$ cat config.mk
export PLATFORM = sky130hd
export DESIGN_NAME = validator_fsm
export DESIGN_NICKNAME = d
export VERILOG_FILES = /design/src/hw/integration_validator_pkg.sv /design/src/hw/validator_fsm.sv
export SDC_FILE = /design/constraint.sdc
export NUM_CORES = 1
export LEC_CHECK = 0
export ABC_CLOCK_PERIOD_IN_PS = 3700
export BUFFER_PORTS_ARGS = -buffer_cell sky130_fd_sc_hd__buf_2
export CAP_MARGIN = 40
export CORE_ASPECT_RATIO = 1.2
export CORE_MARGIN = 4
export CORE_UTILIZATION = 55
export DETAILED_ROUTE_END_ITERATION = 10
export PLACE_DENSITY = 0.79
export SLEW_MARGIN = 10
export SYNTH_ARGS = -nofsm -noshare
export SYNTH_HDL_FRONTEND = slang
export SYNTH_SLANG_ARGS = --single-unit
$ cat constraint.sdc
create_clock -name clk_i -period 3.7 [get_ports clk_i]
set_input_delay 0.37 -clock clk_i [delete_from_list [all_inputs] [get_ports clk_i]]
set_output_delay 0.37 -clock clk_i [all_outputs]
set_load 0.005 [all_outputs]
$ cat src/hw/integration_validator_pkg.sv
// ======================================================================
// Shared types and constants for the integration health monitor
// Holds the widths of the count and score datapaths, the per-component
// score points, the flag and report structs passed between the stages,
// and the enums used by the validation FSM
// ======================================================================

package integration_validator_pkg;

    // Widths that carry a meaning
    typedef logic [31:0] count_t;
    typedef logic [15:0] switch_count_t;
    typedef logic [7:0]  delay_t;
    typedef logic [7:0]  score_t;
    typedef logic [31:0] metric_t;
    typedef logic [15:0] cooldown_t;

    // Full points of one score component, three components make 255
    localparam int COMPONENT_POINTS = 85;
    // Switch count where switching efficiency bottoms out
    localparam int SWITCH_BUDGET    = 100;
    // Transaction rate is scaled per thousand cycles
    localparam int RATE_SCALE       = 1000;

    // Optimization request kinds
    typedef enum logic [3:0] {
        OPT_NONE        = 4'd0,
        OPT_PERFORMANCE = 4'd1,
        OPT_PROTOCOL    = 4'd2,
        OPT_CORES       = 4'd3
    } opt_type_e;

    // Validation FSM states
    typedef enum logic [2:0] {
        INIT     = 3'd0,
        MONITOR  = 3'd1,
        ANALYZE  = 3'd2,
        OPTIMIZE = 3'd3,
        ERROR    = 3'd4
    } validator_state_e;

    // Registered verdicts of the check stage
    typedef struct packed {
        logic all_cores_active;
        logic protocols_healthy;
        logic protocol_error_any;
        logic timing_ok;
    } check_flags_t;

    // Registered output of the scoring stage
    typedef struct packed {
        score_t score;
        logic   perf_adequate;
    } health_report_t;

endpackage
$ cat src/hw/validator_fsm.sv
// ======================================================================
// Validation controller of the integration health monitor
// Walks init, monitor, analyze, optimize and error states from the
// registered flags and health report. Reports health and integration
// while monitoring and pulses an optimization request, spaced by a
// cooldown counter, with the kind of the weakest component
// ======================================================================

`timescale 1ns/1ns

module validator_fsm #(
    parameter int HEALTH_THRESHOLD      = 200,
    parameter int OPTIMIZATION_COOLDOWN = 1000
) (
    input  logic                                      clk_i,
    input  logic                                      rst_ni,
    input  integration_validator_pkg::check_flags_t   flags_i,
    input  integration_validator_pkg::health_report_t report_i,
    output logic                                      system_healthy_o,
    output logic                                      integration_valid_o,
    output logic                                      optimization_req_o,
    output integration_validator_pkg::opt_type_e      optimization_type_o
);

    integration_validator_pkg::validator_state_e state_q;
    integration_validator_pkg::validator_state_e state_d;
    integration_validator_pkg::cooldown_t        cooldown_q;
    logic                                        integrated;
    logic                                        score_ok;
    logic                                        cooldown_idle;

    // Cores, protocols and timing all good
    assign integrated    = flags_i.all_cores_active && flags_i.protocols_healthy &&
                           !flags_i.protocol_error_any && flags_i.timing_ok;
    assign score_ok      = int'(report_i.score) >= HEALTH_THRESHOLD;
    assign cooldown_idle = cooldown_q == '0;

    // ==================================================================
    // State machine
    // ==================================================================

    always_ff @(posedge clk_i or negedge rst_ni) begin
        if (!rst_ni) begin
            state_q <= integration_validator_pkg::INIT;
        end else begin
            state_q <= state_d;
        end
    end

    always_comb begin
        state_d             = state_q;
        system_healthy_o    = 1'b0;
        integration_valid_o = 1'b0;
        optimization_req_o  = 1'b0;
        optimization_type_o = integration_validator_pkg::OPT_NONE;

        case (state_q)
            integration_validator_pkg::INIT: begin
                // Wait for a first fully integrated view
                if (integrated) begin
                    state_d = integration_validator_pkg::MONITOR;
                end
            end
            integration_validator_pkg::MONITOR: begin
                system_healthy_o    = score_ok;
                integration_valid_o = integrated;
                // Errors take priority over a low score
                if (flags_i.protocol_error_any) begin
                    state_d = integration_validator_pkg::ERROR;
                end else if (!score_ok) begin
                    state_d = integration_validator_pkg::ANALYZE;
                end
            end
            integration_validator_pkg::ANALYZE: begin
                if (cooldown_idle) begin
                    state_d = integration_validator_pkg::OPTIMIZE;
                end else begin
                    state_d = integration_validator_pkg::MONITOR;
                end
            end
            integration_validator_pkg::OPTIMIZE: begin
                // One-cycle request, kind picked by the first failing part
                optimization_req_o = 1'b1;
                if (!report_i.perf_adequate) begin
                    optimization_type_o = integration_validator_pkg::OPT_PERFORMANCE;
                end else if (!flags_i.protocols_healthy) begin
                    optimization_type_o = integration_validator_pkg::OPT_PROTOCOL;
                end else begin
                    optimization_type_o = integration_validator_pkg::OPT_CORES;
                end
                state_d = integration_validator_pkg::MONITOR;
            end
            integration_validator_pkg::ERROR: begin
                if (!flags_i.protocol_error_any) begin
                    state_d = integration_validator_pkg::MONITOR;
                end
            end
            default: begin
                state_d = integration_validator_pkg::INIT;
            end
        endcase
    end

    // Cooldown reloads on each request and counts down to idle
    always_ff @(posedge clk_i or negedge rst_ni) begin
        if (!rst_ni) begin
            cooldown_q <= '0;
        end else if (!cooldown_idle) begin
            cooldown_q <= cooldown_q - 1'b1;
        end else if (optimization_req_o) begin
            cooldown_q <= integration_validator_pkg::cooldown_t'(OPTIMIZATION_COOLDOWN);
        end
    end

    // ==================================================================
    // Assertions
    // ==================================================================

    // Requests only come once the previous cooldown has run out
    a_req_after_cooldown: assert property (
        @(posedge clk_i) disable iff (!rst_ni)
        optimization_req_o |-> cooldown_idle
    );

endmodule

[Word-level counts from Yosys, hierarchy flattened]
Cells that the tools add are included.
Word-level totals
  bits in registers: 19
  input bits: 15
  logic and storage cells: 33
Cells by class
  add/subtract/negate cells: 1
  $lt $le $gt $ge: 1
  equal/unequal tests: 8
  muxes and demuxes: 14
  reduce and logical (&&, ||, !) cells: 7
Operator list (count)
  $mux 16: 2
  $logic_not 16->1: 1
  $sub 16x1->16 const B: 1
  $pmux 3 s5: 1
  $mux 3: 4
  $ge 8x8->1 const B: 1
  $eq 3x2->1 const B: 2
  $mux 2: 3
  $ne 2x2->1 const B: 3
  $mux 1: 4
  $eq 3x1->1 const B: 1
  $eq 3x3->1 const B: 1
  $logic_and 1x1->1: 3
  $logic_not 3->1: 1
  $ne 3x3->1 const B: 1
  $reduce_and 3->1: 1
  $logic_not 1->1: 1

[Depth between registers and ports, before layout]
  depth in word-level cells: 5
  depth in mapped cells: 7
  gate-level depth less buffers: 6

[Worst setup path after synthesis]
OpenSTA, ideal clock, no wires.
  kind: register to register
  from: register cooldown_q[0]
  to: register cooldown_q[11]
  library setup time: 0.128 ns
  arrival time: 1.681 ns
  data required time: 3.572 ns
  path slack: 1.892 ns
  stages on the path, launching flop included: 6
  path buffers: 1
  clock period less this slack: 1.808 ns
  cells stage by stage: dfrtp_1 -> or3_1 -> buf_2 -> or3_4 -> nor4_4 -> mux2_1
On the way
  cells in the longest elaborated chain, start to end: 2
Ends and longest elaborated chain
  start: declaration: line validator_fsm.sv:27  | integration_validator_pkg::cooldown_t cooldown_q;
  start signal: assignment: line validator_fsm.sv:109  | cooldown_q <= cooldown_q - 1'b1;
  start signal: assignment: line validator_fsm.sv:111  | cooldown_q <= integration_validator_pkg::cooldown_t'(OPTIMIZATION_COOLDOWN);
  $sub 16x1->16 or $logic_not 16->1 (tied branches): line validator_fsm.sv:109, validator_fsm.sv:36
  $mux 16 or $ne 2x2->1 (tied branches)
Parallel ways exist; a longest one is shown, timed or not.
A chain may end at the register's enable or synchronous reset.

[Worst setup path after layout]
Same ends and word-level chain as after synthesis.

==> qor.txt <==
number of synthesized flops with an enable pin = 0
WS Path Type = flip-flop to flip-flop
Boundary Pins = 22
slowest stage delay, CP = 0.42 ns
CP max stage cell = dfrtp_1
Int Pwr = 0.481 mW
most common cell after layout, fill and taps aside = dfrtp_1
largest net degree at the start of global routing = 20
die width = 49.4 µm
H-tree lvl count = 1
worst slew pin tran = 0.653 ns
hold buffers post-CTS = 1
hold_sp = flags_i[1]
status = complete, no violations
initial core utilization = 59.8%
Post-synth ARST share = 100%
diode count = 0
Switching Share = 43.6%
max-cap violations = 0
via count = 958
Hold EP = state_q[2]
Reg2Reg Setup Slack = 1.71 ns
clk sinks = 19
Critical Path Fanout Max = 7
drt drc = 0
cells along the critical path = inv_1 > ha_1 > or3b_1 > nor3_2 > a21oi_1 > mux2_1
Final Core Density = 65.9%
CTS tree = done
die footprint = 0.00285 mm²
hold path depth = 3
DR iter-0 viols = 22
Crit path arrival time = 2.18 ns
Setup crit start = cooldown_q[0]
CP Launch Type = flip-flop
overall power = 0.853 mW
Layout area overhead = 10.2%
Reg area = 475 µm²
post_cts resized = 0
HP Class = input port to flip-flop
Worst Skew = 0.00387 ns
Hold Slack = 0.356 ns
number of global-route vias before repair = 928
final hold vios = 0
wirelength, routed = 2380 µm
Min Clock Period, post-route = 1.99 ns
Longest Clk Path Bufs = 2
final worst-path cycle share = 53.8%
standard-cell rows = 17
TNS Setup = 0 ns
final antenna-violating net count = 0
RSZ-0062 raised after global routing = false
clk root buf = clkbuf_4
Critical Path RT = 3.89 ns
synthesized area per cell = 9.85 µm²
leak pwr = 0.561 nW
placed insts = 146
vias per cell = 6.34
flops & latches, synth = 19
pwr dens = 684 mW/mm²
library cells used by synthesis = 44
Most used DFF post-synth = dfrtp_1
gr usage total = 18.7%
Achievable Freq = 502 MHz
core area = 0.00189 mm²
reg-to-reg critical path endpoint = cooldown_q[11]
GR Overflow Total = 0
design area = 0.00125 mm²
delay-heaviest family, CP = simple AND/OR/NAND/NOR gates
Peak VDD IR = 0.378 mV
Buffers on Ports = 16
Post-Syn Area = 0.00113 mm²
final worst setup slack = 1.71 ns
Rel. slew slack = 56.1%
Slew Limit Fails = 0
sequential area share after synthesis = 42.0%
initial antenna violation count = 0
wire length per cell = 15.8 µm
Crit path buffers/inverters = 1
Filler Cells Inserted = 147
clock network power share = 12.2%
footprint of the multi-input gates = 609 µm²
Area after DPL = 0.00121 mm²
commonest non-fill, non-tap cells in the layout = dfrtp_1, buf_2, nor2_1
DP Worst Slack = 1.73 ns
DR pass1 iterations = 4
CP Capture Type = flip-flop
share of post-route cells with drive strength above 1 = 20.5%
YS warnings = 0
post-CTS setup buffers = 0
r2r worst-path depth = 6
die height = 57.7 µm
Reg clk slew, reported paths = 0.10 ns
Flop pwr share = 52.4%
Num CTS Buffers = 3
global-route wire length before repair = 4170 µm
Placer Congestion = 0.818
setup violators final = 0
Gate Count Post-Synth = 115
DP HPWL = 1790 µm
Critical R2R Launch = cooldown_q[0]
Final Non-Filler Cells = 151
worst-skew pair later-pin latency = 0.30 ns
switching pwr = 0.372 mW
Logic pwr share = 35.4%
Nets = 149
[cell usage after synthesis, drive strengths merged, types with 4 or more instances]
master | instances | area, µm²
a21oi | 6 | 30.0
buf | 4 | 25.0
dfrtp | 19 | 475
inv | 6 | 22.5
nand2 | 6 | 22.5
nand3 | 6 | 30.0
nor2 | 10 | 37.5
nor4 | 6 | 86.3
o21ai | 5 | 25.0
xnor2 | 4 | 35.0
[metal layers]
layer | GRT usage (%) | vias to the layer above | share of wire [%]
li1 | - | 459 | -
met3 | 2.83 | 5 | 4.4
met5 | 0 | - | 0
met2 | 33.0 | 30 | 50
met4 | 7.51 | 0 | 1.6
met1 | 22.9 | 464 | 45
[final cells by class]
| type | count | share of cell area, % |
|---|---|---|
| Tap cell | 19 | 1.91 |
| Timing Repair Buffer | 17 | 7.22 |
| Inverter | 6 | 1.81 |
| Multi-Input combinational cell | 86 | 48.8 |
| Sequential cell | 19 | 38.1 |
| Clock buffer | 4 | 2.11 |
[flip-flops by register name (all words and copies together), names as in the netlist]
| register | flops |
|---|---|
| state_q | 3 |
| cooldown_q | 16 |
[power groups by stage]
stage          logic, mW  registers [mW]  clock network (mW)
6_report           0.302           0.447               0.105
2_1_floorplan      0.246           0.414                   0
3_5_place_dp       0.299           0.448                   0
5_1_grt            0.345           0.465               0.119
4_1_cts            0.303           0.445               0.109
3_3_place_gp       0.289           0.438                   0
[worst max path at each step]
stage	cells past startpoint	slack, ns	end
final	6	1.71	cooldown_q[11]
after global routing	6	1.58	cooldown_q[11]
after CTS	6	1.71	cooldown_q[11]
after detailed placement	6	1.73	cooldown_q[11]
after global placement	6	1.80	cooldown_q[11]
after floorplan	5	1.89	cooldown_q[11]
[cells by family (layout without fill, tap and decap cells)]
kind of cell / Yosys count / after routing / synth area share, %
other: 1 / 2 / 0.331
AND/OR/NAND/NOR: 50 / 50 / 30.2
flip-flops: 19 / 19 / 42.0
AO/OA/AOI/OAI: 24 / 24 / 14.1
XOR/XNOR: 4 / 4 / 3.09
adder cells (fa/ha/maj): 1 / 1 / 1.10
buffers and inverters: 11 / 27 / 4.53
multiplexers: 5 / 5 / 4.64
[worst register-to-register path: cells and delay by family, from the launching register on]
family                   cells  cell delay (ns)
AND/OR/NAND/NOR              2             0.75
multiplexers                 1             0.32
AO/OA/AOI/OAI                1             0.12
flip-flops                   1             0.42
buffers and inverters        1             0.07
adder cells (fa/ha/maj)      1             0.20
No activity file was read; power rests on OpenSTA's default activity.
